**src/design/spif_cfg.svh**
```systemverilog
// --------------------
// event to spinnaker bridge
// sizing macros for widths, tables and registers
// --------------------

`ifndef SPIF_CFG_SVH
`define SPIF_CFG_SVH

// data path widths
`define SPIF_EVT_BITS   32
`define SPIF_KEY_BITS   32

// table sizes
`define SPIF_NUM_FLREGS 2
`define SPIF_NUM_FIELDS 2
`define SPIF_NUM_RTREGS 4
`define SPIF_NUM_CHANS  2

// field shift and register address widths
`define SPIF_SFT_BITS   5
`define SPIF_ADR_BITS   5

// registers in use, addresses above are unused
`define SPIF_NUM_REGS   25

`endif

```
**src/design/spif_pkg.sv**
```systemverilog
// --------------------
// event to spinnaker bridge
// shared types for the event pipeline and register bank
// --------------------

`include "spif_cfg.svh"

package spif_pkg;

  typedef logic [`SPIF_EVT_BITS-1:0] evt_t;
  typedef logic [`SPIF_KEY_BITS-1:0] key_t;

  // register map, counters sit at the top
  typedef enum logic [`SPIF_ADR_BITS-1:0] {
    FL_VAL0, FL_MSK0, FL_VAL1, FL_MSK1,
    MP_KEY, MP_FMSK0, MP_FSFT0, MP_FMSK1, MP_FSFT1,
    RT_KEY0, RT_KEY1, RT_KEY2, RT_KEY3,
    RT_MSK0, RT_MSK1, RT_MSK2, RT_MSK3,
    RT_RTE0, RT_RTE1, RT_RTE2, RT_RTE3,
    DROP_WAIT,
    CNT_FILT, CNT_NOROUTE, CNT_WAITDROP
  } reg_addr_e;

  // four-phase output cycle per channel
  typedef enum logic [1:0] {
    OUT_IDLE,
    OUT_REQ,
    OUT_RELEASE
  } out_state_e;

  // item between stages
  // the filter carries the raw event in key
  typedef struct packed {
    logic vld;
    key_t key;
  } pkt_t;

  typedef struct packed {
    logic        en;
    reg_addr_e   addr;
    logic [31:0] data;
  } cfg_wr_t;

  typedef struct packed {
    evt_t [`SPIF_NUM_FLREGS-1:0] val;
    evt_t [`SPIF_NUM_FLREGS-1:0] msk;
  } flt_cfg_t;

  typedef struct packed {
    key_t                                        key;
    evt_t [`SPIF_NUM_FIELDS-1:0]                 fmsk;
    logic [`SPIF_NUM_FIELDS-1:0][`SPIF_SFT_BITS-1:0] fsft;
  } map_cfg_t;

  typedef struct packed {
    key_t key;
    key_t msk;
    logic chan;
  } rt_ent_t;

  typedef struct packed {
    rt_ent_t [`SPIF_NUM_RTREGS-1:0] ent;
    logic    [31:0]                 drop_wait;
  } rt_cfg_t;

endpackage

```
**src/design/cfg_reg_bank.sv**
```systemverilog
// --------------------
// configuration register bank
// filter, mapper and routing registers plus drop counters
// --------------------

`timescale 1ns/10ps
`include "spif_cfg.svh"

module cfg_reg_bank
(
  input  logic                tl_freerun_clk_int,
  input  logic                tl_reset_all_int,
  input  spif_pkg::cfg_wr_t   cfg_wr,
  input  spif_pkg::reg_addr_e cfg_rd_addr,
  input  logic                flt_drop,
  input  logic                rt_nomatch,
  input  logic                rt_waitdrop,
  output logic         [31:0] cfg_rd_data,
  output spif_pkg::flt_cfg_t  flt_cfg,
  output spif_pkg::map_cfg_t  map_cfg,
  output spif_pkg::rt_cfg_t   rt_cfg
);
  import spif_pkg::*;

  localparam int IDX_BITS = $clog2(`SPIF_NUM_RTREGS);

  // drop counters in the order filtered, no route, wait drop
  logic [2:0][31:0] cnt;
  logic [2:0]       cnt_inc;

  // table entry from an offset within a register group
  function automatic logic [IDX_BITS-1:0] ent_idx(input logic [`SPIF_ADR_BITS-1:0] ofs);
    return ofs[IDX_BITS-1:0];
  endfunction

  assign cnt_inc = {rt_waitdrop, rt_nomatch, flt_drop};

  // --------------------
  // register writes
  // --------------------
  always_ff @(posedge tl_freerun_clk_int or posedge tl_reset_all_int)
  begin
    if (tl_reset_all_int)
    begin
      flt_cfg <= '0;
      map_cfg <= '0;
      rt_cfg  <= '0;
    end
    else if (cfg_wr.en)
    begin
      case (cfg_wr.addr)
        FL_VAL0:   flt_cfg.val[0]  <= cfg_wr.data;
        FL_MSK0:   flt_cfg.msk[0]  <= cfg_wr.data;
        FL_VAL1:   flt_cfg.val[1]  <= cfg_wr.data;
        FL_MSK1:   flt_cfg.msk[1]  <= cfg_wr.data;
        MP_KEY:    map_cfg.key     <= cfg_wr.data;
        MP_FMSK0:  map_cfg.fmsk[0] <= cfg_wr.data;
        MP_FSFT0:  map_cfg.fsft[0] <= cfg_wr.data[`SPIF_SFT_BITS-1:0];
        MP_FMSK1:  map_cfg.fmsk[1] <= cfg_wr.data;
        MP_FSFT1:  map_cfg.fsft[1] <= cfg_wr.data[`SPIF_SFT_BITS-1:0];
        RT_KEY0, RT_KEY1, RT_KEY2, RT_KEY3:
          rt_cfg.ent[ent_idx(cfg_wr.addr - RT_KEY0)].key <= cfg_wr.data;
        RT_MSK0, RT_MSK1, RT_MSK2, RT_MSK3:
          rt_cfg.ent[ent_idx(cfg_wr.addr - RT_MSK0)].msk <= cfg_wr.data;
        RT_RTE0, RT_RTE1, RT_RTE2, RT_RTE3:
          rt_cfg.ent[ent_idx(cfg_wr.addr - RT_RTE0)].chan <= cfg_wr.data[0];
        DROP_WAIT: rt_cfg.drop_wait <= cfg_wr.data;
        // counters and unused addresses ignore writes
        default: ;
      endcase
    end
  end

  // saturating drop counters
  always_ff @(posedge tl_freerun_clk_int or posedge tl_reset_all_int)
  begin
    if (tl_reset_all_int)
      cnt <= '0;
    else
      for (int i = 0; i < 3; i++)
        if (cnt_inc[i] && (cnt[i] != '1))
          cnt[i] <= cnt[i] + 32'd1;
  end

  // --------------------
  // combinational read
  // --------------------
  always_comb
  begin
    case (cfg_rd_addr)
      FL_VAL0:      cfg_rd_data = flt_cfg.val[0];
      FL_MSK0:      cfg_rd_data = flt_cfg.msk[0];
      FL_VAL1:      cfg_rd_data = flt_cfg.val[1];
      FL_MSK1:      cfg_rd_data = flt_cfg.msk[1];
      MP_KEY:       cfg_rd_data = map_cfg.key;
      MP_FMSK0:     cfg_rd_data = map_cfg.fmsk[0];
      MP_FSFT0:     cfg_rd_data = {{(32-`SPIF_SFT_BITS){1'b0}}, map_cfg.fsft[0]};
      MP_FMSK1:     cfg_rd_data = map_cfg.fmsk[1];
      MP_FSFT1:     cfg_rd_data = {{(32-`SPIF_SFT_BITS){1'b0}}, map_cfg.fsft[1]};
      RT_KEY0, RT_KEY1, RT_KEY2, RT_KEY3:
        cfg_rd_data = rt_cfg.ent[ent_idx(cfg_rd_addr - RT_KEY0)].key;
      RT_MSK0, RT_MSK1, RT_MSK2, RT_MSK3:
        cfg_rd_data = rt_cfg.ent[ent_idx(cfg_rd_addr - RT_MSK0)].msk;
      RT_RTE0, RT_RTE1, RT_RTE2, RT_RTE3:
        cfg_rd_data = {31'b0, rt_cfg.ent[ent_idx(cfg_rd_addr - RT_RTE0)].chan};
      DROP_WAIT:    cfg_rd_data = rt_cfg.drop_wait;
      CNT_FILT:     cfg_rd_data = cnt[0];
      CNT_NOROUTE:  cfg_rd_data = cnt[1];
      CNT_WAITDROP: cfg_rd_data = cnt[2];
      // unused addresses read as zero
      default:      cfg_rd_data = '0;
    endcase
  end

  // counter address writes leave every register as it was
  a_cnt_ro: assert property (@(posedge tl_freerun_clk_int) disable iff (tl_reset_all_int)
    (cfg_wr.en && (cfg_wr.addr inside {CNT_FILT, CNT_NOROUTE, CNT_WAITDROP})) |=>
    ($stable(flt_cfg) && $stable(map_cfg) && $stable(rt_cfg)));

endmodule

```
**src/design/evt_filter.sv**
```systemverilog
// --------------------
// event filter stage
// four-phase event input, drops events hit by an enabled filter
// --------------------

`timescale 1ns/10ps
`include "spif_cfg.svh"

module evt_filter
(
  input  logic               tl_freerun_clk_int,
  input  logic               tl_reset_all_int,
  input  logic               evt_req,
  input  spif_pkg::evt_t     evt_data,
  input  spif_pkg::flt_cfg_t flt_cfg,
  input  logic               stall_in,
  output logic               evt_ack,
  output spif_pkg::pkt_t     flt_pkt,
  output logic               flt_drop
);
  import spif_pkg::*;

  logic [`SPIF_NUM_FLREGS-1:0] flt_hit;
  logic                        load_ok;
  logic                        take;

  // a filter with a zero mask is off
  always_comb
  begin
    for (int i = 0; i < `SPIF_NUM_FLREGS; i++)
      flt_hit[i] = (|flt_cfg.msk[i]) &&
                   ((evt_data & flt_cfg.msk[i]) == flt_cfg.val[i]);
  end

  // output register free or about to be emptied
  assign load_ok = !flt_pkt.vld || !stall_in;

  // new event only once the previous ack has dropped
  assign take = evt_req && !evt_ack && load_ok;

  // --------------------
  // handshake and output register
  // --------------------
  always_ff @(posedge tl_freerun_clk_int or posedge tl_reset_all_int)
  begin
    if (tl_reset_all_int)
    begin
      evt_ack  <= 1'b0;
      flt_pkt  <= '0;
      flt_drop <= 1'b0;
    end
    else
    begin
      flt_drop <= take && (|flt_hit);

      // ack up on capture, down after req falls
      if (take)
        evt_ack <= 1'b1;
      else if (evt_ack && !evt_req)
        evt_ack <= 1'b0;

      if (take && !(|flt_hit))
        flt_pkt <= '{vld: 1'b1, key: evt_data};
      else if (load_ok)
        flt_pkt.vld <= 1'b0;
    end
  end

  // no ack without a pending request
  a_ack_after_req: assert property (@(posedge tl_freerun_clk_int)
    disable iff (tl_reset_all_int)
    (!evt_req && !evt_ack) |=> !evt_ack);

endmodule

```
**src/design/evt_mapper.sv**
```systemverilog
// --------------------
// event mapper stage
// builds the packet key from base key and two event fields
// --------------------

`timescale 1ns/10ps
`include "spif_cfg.svh"

module evt_mapper
(
  input  logic               tl_freerun_clk_int,
  input  logic               tl_reset_all_int,
  input  spif_pkg::pkt_t     flt_pkt,
  input  spif_pkg::map_cfg_t map_cfg,
  input  logic               stall_in,
  output logic               stall_out,
  output spif_pkg::pkt_t     map_pkt
);
  import spif_pkg::*;

  key_t mapped_key;
  evt_t evt;
  logic load;

  // event travels in the key field of the filter item
  assign evt = flt_pkt.key;

  // --------------------
  // key assembly
  // --------------------
  always_comb
  begin
    mapped_key = map_cfg.key;
    // each field: mask, then shift down into place
    for (int f = 0; f < `SPIF_NUM_FIELDS; f++)
      mapped_key = mapped_key | ((evt & map_cfg.fmsk[f]) >> map_cfg.fsft[f]);
  end

  // holding an item the router will not take
  assign stall_out = map_pkt.vld && stall_in;

  assign load = !map_pkt.vld || !stall_in;

  // one cycle through when the router keeps up
  always_ff @(posedge tl_freerun_clk_int or posedge tl_reset_all_int)
  begin
    if (tl_reset_all_int)
      map_pkt <= '0;
    else if (load)
    begin
      map_pkt.vld <= flt_pkt.vld;
      // key follows only with a real item
      if (flt_pkt.vld)
        map_pkt.key <= mapped_key;
    end
  end

endmodule

```
**src/design/evt_to_spinn_top.sv**
```systemverilog
// --------------------
// event sensor to spinnaker bridge
// filter, mapper and router in series with the register bank
// --------------------

`timescale 1ns/10ps
`include "spif_cfg.svh"

module evt_to_spinn_top
(
  input  logic                                 tl_freerun_clk_int,
  input  logic                                 tl_reset_all_int,
  input  logic                                 evt_req,
  input  spif_pkg::evt_t                       evt_data,
  input  spif_pkg::cfg_wr_t                    cfg_wr,
  input  spif_pkg::reg_addr_e                  cfg_rd_addr,
  input  logic           [`SPIF_NUM_CHANS-1:0] ch_ack,
  output logic                                 evt_ack,
  output logic                          [31:0] cfg_rd_data,
  output logic           [`SPIF_NUM_CHANS-1:0] ch_req,
  output spif_pkg::key_t [`SPIF_NUM_CHANS-1:0] ch_data
);
  import spif_pkg::*;

  // configuration from the register bank
  flt_cfg_t flt_cfg;
  map_cfg_t map_cfg;
  rt_cfg_t  rt_cfg;

  // pipeline items and stalls
  pkt_t flt_pkt;
  pkt_t map_pkt;
  logic map_stall;
  logic rt_stall;

  // drop pulses to the counters
  logic flt_drop;
  logic rt_nomatch;
  logic rt_waitdrop;

  // --------------------
  // register bank
  // --------------------
  cfg_reg_bank rb (
      .tl_freerun_clk_int (tl_freerun_clk_int)
    , .tl_reset_all_int   (tl_reset_all_int)
    , .cfg_wr             (cfg_wr)
    , .cfg_rd_addr        (cfg_rd_addr)
    , .flt_drop           (flt_drop)
    , .rt_nomatch         (rt_nomatch)
    , .rt_waitdrop        (rt_waitdrop)
    , .cfg_rd_data        (cfg_rd_data)
    , .flt_cfg            (flt_cfg)
    , .map_cfg            (map_cfg)
    , .rt_cfg             (rt_cfg)
    );

  // --------------------
  // event pipeline
  // --------------------
  evt_filter fl (
      .tl_freerun_clk_int (tl_freerun_clk_int)
    , .tl_reset_all_int   (tl_reset_all_int)
    , .evt_req            (evt_req)
    , .evt_data           (evt_data)
    , .flt_cfg            (flt_cfg)
    , .stall_in           (map_stall)
    , .evt_ack            (evt_ack)
    , .flt_pkt            (flt_pkt)
    , .flt_drop           (flt_drop)
    );

  evt_mapper mp (
      .tl_freerun_clk_int (tl_freerun_clk_int)
    , .tl_reset_all_int   (tl_reset_all_int)
    , .flt_pkt            (flt_pkt)
    , .map_cfg            (map_cfg)
    , .stall_in           (rt_stall)
    , .stall_out          (map_stall)
    , .map_pkt            (map_pkt)
    );

  // router owns the channel ports
  pkt_router pr (
      .tl_freerun_clk_int (tl_freerun_clk_int)
    , .tl_reset_all_int   (tl_reset_all_int)
    , .map_pkt            (map_pkt)
    , .rt_cfg             (rt_cfg)
    , .ch_ack             (ch_ack)
    , .stall_out          (rt_stall)
    , .ch_req             (ch_req)
    , .ch_data            (ch_data)
    , .rt_nomatch         (rt_nomatch)
    , .rt_waitdrop        (rt_waitdrop)
    );

endmodule

```
**src/design/pkt_router.sv**
```systemverilog
// --------------------
// packet router stage
// table lookup, per-channel four-phase outputs, drop on long wait
// --------------------

`timescale 1ns/10ps
`include "spif_cfg.svh"

module pkt_router
(
  input  logic                                 tl_freerun_clk_int,
  input  logic                                 tl_reset_all_int,
  input  spif_pkg::pkt_t                       map_pkt,
  input  spif_pkg::rt_cfg_t                    rt_cfg,
  input  logic           [`SPIF_NUM_CHANS-1:0] ch_ack,
  output logic                                 stall_out,
  output logic           [`SPIF_NUM_CHANS-1:0] ch_req,
  output spif_pkg::key_t [`SPIF_NUM_CHANS-1:0] ch_data,
  output logic                                 rt_nomatch,
  output logic                                 rt_waitdrop
);
  import spif_pkg::*;

  out_state_e                 st       [`SPIF_NUM_CHANS];
  logic [31:0]                wait_cnt [`SPIF_NUM_CHANS];
  logic                       hit;
  logic                       tgt;
  logic                       busy;
  logic                       expire;
  logic [`SPIF_NUM_CHANS-1:0] sel;

  // --------------------
  // route lookup
  // --------------------
  // walk downwards so the lowest matching entry wins
  always_comb
  begin
    hit = 1'b0;
    tgt = 1'b0;
    for (int i = `SPIF_NUM_RTREGS - 1; i >= 0; i--)
      if ((|rt_cfg.ent[i].msk) &&
          ((map_pkt.key & rt_cfg.ent[i].msk) == rt_cfg.ent[i].key))
      begin
        hit = 1'b1;
        tgt = rt_cfg.ent[i].chan;
      end
  end

  // channel the head packet wants
  always_comb
  begin
    sel = '0;
    if (map_pkt.vld && hit)
      sel[tgt] = 1'b1;
  end

  assign busy = (st[tgt] != OUT_IDLE);

  // drop wait of zero means wait forever
  assign expire = (rt_cfg.drop_wait != '0) &&
                  (wait_cnt[tgt] >= (rt_cfg.drop_wait - 32'd1));

  assign stall_out = map_pkt.vld && hit && busy && !expire;

  // one-cycle drop pulses for the counters
  always_ff @(posedge tl_freerun_clk_int or posedge tl_reset_all_int)
  begin
    if (tl_reset_all_int)
    begin
      rt_nomatch  <= 1'b0;
      rt_waitdrop <= 1'b0;
    end
    else
    begin
      rt_nomatch  <= map_pkt.vld && !hit;
      rt_waitdrop <= map_pkt.vld && hit && busy && expire;
    end
  end

  // --------------------
  // per-channel output FSM
  // --------------------
  always_ff @(posedge tl_freerun_clk_int or posedge tl_reset_all_int)
  begin
    if (tl_reset_all_int)
    begin
      ch_req <= '0;
      for (int c = 0; c < `SPIF_NUM_CHANS; c++)
      begin
        st[c]       <= OUT_IDLE;
        wait_cnt[c] <= '0;
      end
    end
    else
    begin
      for (int c = 0; c < `SPIF_NUM_CHANS; c++)
      begin
        // consecutive cycles the head waits on this channel
        if (sel[c] && busy && !expire && (rt_cfg.drop_wait != '0))
          wait_cnt[c] <= wait_cnt[c] + 32'd1;
        else if (!(sel[c] && busy))
          wait_cnt[c] <= '0;
        else if (expire)
          wait_cnt[c] <= '0;

        case (st[c])
          OUT_IDLE:
            if (sel[c])
              st[c] <= OUT_REQ;
          // req goes up the cycle after the holder loads
          OUT_REQ:
            if (ch_req[c] && ch_ack[c])
            begin
              ch_req[c] <= 1'b0;
              st[c]     <= OUT_RELEASE;
            end
            else
              ch_req[c] <= 1'b1;
          OUT_RELEASE:
            if (!ch_ack[c])
              st[c] <= OUT_IDLE;
          default:
            st[c] <= OUT_IDLE;
        endcase
      end
    end
  end

  // output holders, loaded only from idle
  always_ff @(posedge tl_freerun_clk_int)
  begin
    for (int c = 0; c < `SPIF_NUM_CHANS; c++)
      if (sel[c] && (st[c] == OUT_IDLE))
        ch_data[c] <= map_pkt.key;
  end

  // four-phase rules seen at each channel port
  for (genvar c = 0; c < `SPIF_NUM_CHANS; c++)
  begin : g_chk
    a_req_hold: assert property (@(posedge tl_freerun_clk_int)
      disable iff (tl_reset_all_int)
      $fell(ch_req[c]) |-> $past(ch_ack[c]));

    a_data_stable: assert property (@(posedge tl_freerun_clk_int)
      disable iff (tl_reset_all_int)
      ch_req[c] |=> $stable(ch_data[c]));
  end

endmodule

```
**config.mk**
```make
export PLATFORM = sky130hd
export DESIGN_NAME = evt_to_spinn_top
export DESIGN_NICKNAME = d
export VERILOG_FILES = /design/src/design/spif_pkg.sv /design/src/design/cfg_reg_bank.sv /design/src/design/evt_filter.sv /design/src/design/evt_mapper.sv /design/src/design/evt_to_spinn_top.sv /design/src/design/pkt_router.sv
export VERILOG_INCLUDE_DIRS = /design/src /design/src/design
export SDC_FILE = /design/constraint.sdc
export NUM_CORES = 2
export LEC_CHECK = 0
export BUFFER_PORTS_ARGS = -buffer_cell sky130_fd_sc_hd__buf_4
export CAP_MARGIN = 20
export CORE_MARGIN = 5
export CORE_UTILIZATION = 60
export DETAILED_ROUTE_END_ITERATION = 12
export PLACE_DENSITY_LB_ADDON = 0.08
export SLEW_MARGIN = 20
export SYNTH_ARGS = -nofsm -noshare
export SYNTH_HDL_FRONTEND = slang
export SYNTH_SLANG_ARGS = --single-unit
```
**constraint.sdc**
```tcl
create_clock -name tl_freerun_clk_int -period 35.6 [get_ports tl_freerun_clk_int]
set_input_delay 7.12 -clock tl_freerun_clk_int [delete_from_list [all_inputs] [get_ports tl_freerun_clk_int]]
set_output_delay 7.12 -clock tl_freerun_clk_int [all_outputs]
set_load 0.02 [all_outputs]
```
==> implementation parameters <==
Parameter                              Value

Run status
  Outcome    finished, final reports clean

Setup path
  Crit path depth    8
  Beginning of the worst register-to-register path    mp.map_pkt[5]$_DFFE_PP0P_
  Kind of start point of the critical path    input pin
  Worst reg2reg setup slack    28.38 ns
  Sum of buffers and inverters on the critical path    3
  Max stage delay cell, worst path    ha_4
  CP peak stage delay    1.00 ns
  Crit-path cells    buf_4, inv_1, ha_4, mux4_2, nand2_1, and4_1, nand3_1, buf_4
  Critical path startpoint    cfg_rd_addr[0]
  Arrival time of the worst setup path    10.02 ns
  Kind of end point of the critical path    output port
  Setup Crit Path Kind    in -> out
  R2r endpoint    pr.wait_cnt[49]$_DFFE_PP0P_
  Critical path destination    cfg_rd_data[27]
  Worst path most repeated cell    buf_4
  Max Fanout on Critical Path    65
  Family of cells with the greatest summed delay on the critical path    adder cells
  Data required time of the worst path    28.48 ns
  R2R cell count    21

Synth
  Net count of the mapped netlist    4077
  FFs w/ async S/R, synth    0.923
  Cell types with the highest counts after synthesis    dfrtp_1, mux2_2, nand2_1
  Warning count from the yosys run    0
  Synthesized netlist cell count    3955
  Ys flop type    dfrtp_1
  Post-synth EDFFs    64
  Leading post-synthesis cells by cell area    dfrtp_1, mux2_2, edfxtp_1
  Synth unique cells    66
  Avg Synthesized Cell Area    11.2 um^2
  Mapped Area    44400 um^2
  Fraction of synthesized cell area taken by the top area cell type    0.429
  Number of synthesized register bits    826
  Most common cell in the synthesized netlist    dfrtp_1
  Share of synthesized area occupied by flip-flops and latches    0.472
  Largest area contributor in the netlist    dfrtp_1

Clock tree
  Clock transition at the register clock pins on the worst setup and hold paths after CTS    0.06 ns
  H-tree lvl count    3
  Hold_buf cts    0
  Num Clock Sinks    826
  Buffers inserted during post-CTS setup optimization    0
  Clock tree from TritonCTS    yes
  Clock latency on the worst-skew pair    0.66 ns
  TritonCTS buffer count    89
  Root cell of the clock tree    clkbuf_16
  Clock buffer depth    3
  PostCTS Resize Cnt    0

Placement
  Count of buffers inserted at the top-level ports    178
  Count of placed standard cells including taps    4924
  Post-place instance area    46700 um^2
  Post-Place Setup Slack    18.49 ns
  HPWL after detailed placement    127 mm
  Final estimated routing congestion in global placement    1.14

Cells and area
  Post-layout utilization of the core    0.680
  Final cell count without fillers    5092
  Footprint of the flip-flops and latches    21000 um^2
  Filler cells    5591
  Final-stage net count    4179
  Post-route cell area    49800 um^2
  Fraction of final layout cells sized beyond drive strength 1    0.271
  Total area of multi-input combinational cells    22600 um^2
  Area growth syn-to-layout    12.0%

Die
  Initial Util    0.607
  Area of the core    73200 um^2
  Horizontal die dimension    282 um
  Floorplan die area    79600 um^2
  Total number of placement rows    99
  DIE HEIGHT    282 um
  Number of I/O pins    179

Route
  Number of optimization iterations in the first detailed-route pass    10
  Number of vias per cell    7.15
  Wire length per cell    33.4 um
  Antenna Nets Post-Route    0
  DR vias    36417
  DRT iter0 DRCs    5694
  DR DRC count    0
  Wirelength, routed    170 mm

Power
  Post-layout power    3.09 mW
  Worst IR Drop VDD    0.0482 mV
  Power density relative to cell area    62.0 nW/um^2
  Leak Pwr    21.5 nW

Timing
  Final-report max-slew violation count    0
  Fin. Hold Viols    0
  Final setup margin    18.46 ns
  Count of endpoints failing setup in the final report    0
  Post-Route Setup TNS    0 ns
  Measured slew at the worst slew-check pin    1.14 ns
  Period utilisation layout    0.482
  Setup repair after global routing missed its margin    no
  Worst setup skew after layout    0.0264 ns
  Max Fclk    0.0583 GHz
  Slew Limit Headroom    0.233
  Final worst hold slack    0.491 ns
  Final min period    17.14 ns

Job
  Max-cap violation count    0

Global routing
  First-pass GRT wire length    243 mm
  Fraction of met2 tracks used by global routing    0.607
  Via count of the first global-routing pass    34028
  Leftover overflow at the end of global routing    0
  Layer carrying the most global-route usage    met2
  Pin count of the biggest net entering global routing    174
  Total global-route track usage    0.421
  GRT met1 Usage    0.575
  Met3 Use GR    0.140
  Initial antenna violation count    11

Hold path
  Min-delay worst type    reg -> reg
==> power breakdown <==
part | leakage (nW) | switching, mW | internal, mW
registers | 10.4 | 0.279 | 1.11
logic | 9.53 | 0.416 | 0.297
clock network | 1.53 | 0.401 | 0.587
==> worst min path at each step <==
stage	start	end	slack [ns]	cells past startpoint
floorplan	rb.cnt[79]$_DFFE_PP0P_	rb.cnt[79]$_DFFE_PP0P_	0.46	1
global placement	mp.map_pkt[32]$_DFFE_PP0P_	pr.rt_nomatch$_DFF_PP0_	0.48	2
detailed placement	mp.map_pkt[32]$_DFFE_PP0P_	pr.rt_nomatch$_DFF_PP0_	0.48	2
CTS	mp.map_pkt[32]$_DFFE_PP0P_	pr.rt_nomatch$_DFF_PP0_	0.49	2
global route	rb.cnt[88]$_DFFE_PP0P_	rb.cnt[88]$_DFFE_PP0P_	0.51	1
finish	mp.map_pkt[32]$_DFFE_PP0P_	pr.rt_nomatch$_DFF_PP0_	0.49	2
==> layer usage <==
| layer | wire (um) | vias to the layer above |
|---|---|---|
| li1 | - | 14874 |
| met1 | 64800 | 18286 |
| met2 | 71100 | 2650 |
| met3 | 22500 | 595 |
| met4 | 11400 | 12 |
| met5 | 90 | - |
==> worst reg2reg max path: cells and delay by family, from the launching register on <==
kind,cells,cell delay [ns]
flops,1,0.60
simple gates,7,2.27
buf+inv,2,0.73
mux,1,0.32
fa+ha+maj,1,0.25
compound gates,10,3.00
==> layout make-up <==
type | instances | area share
Multi-Input combinational cell | 2879 | 0.454
Sequential cell | 826 | 0.422
Clock buffer | 126 | 0.0518
Timing Repair Buffer | 235 | 0.0359
Tap cell | 959 | 0.0241
Clock inverter | 39 | 0.0106
Inverter | 26 | 0.00211
Antenna cell | 2 | 0.000101
==> cell usage in the layout, fill, tap and decap left out, types with 38 or more instances in the layout <==
cell         n
nor2_1     169
nand4_1     92
nand3_1    172
xor2_1     151
buf_4      232
mux2i_1    105
nand2_1    446
clkbuf_16   92
a211o_1     43
mux2_2     626
dfrtp_1    760
and3_1      44
nor4_1      75
ha_1        41
mux4_2      69
xnor2_1    128
nor3_1      64
edfxtp_1    64
a22oi_1     38
o21ai_0    132
a222oi_1    86
a21oi_1     70
==> kinds of logic after synthesis <==
group / share of synthesized area
muxes: 0.219
buffers and inverters: 0.0223
AOI/OAI and AO/OA: 0.0807
adders and majority gates: 0.0118
DFF: 0.472
and+or+nand+nor: 0.139
xor gates and xnor gates: 0.0550
Note: power is estimated with default switching activity, not from simulation.
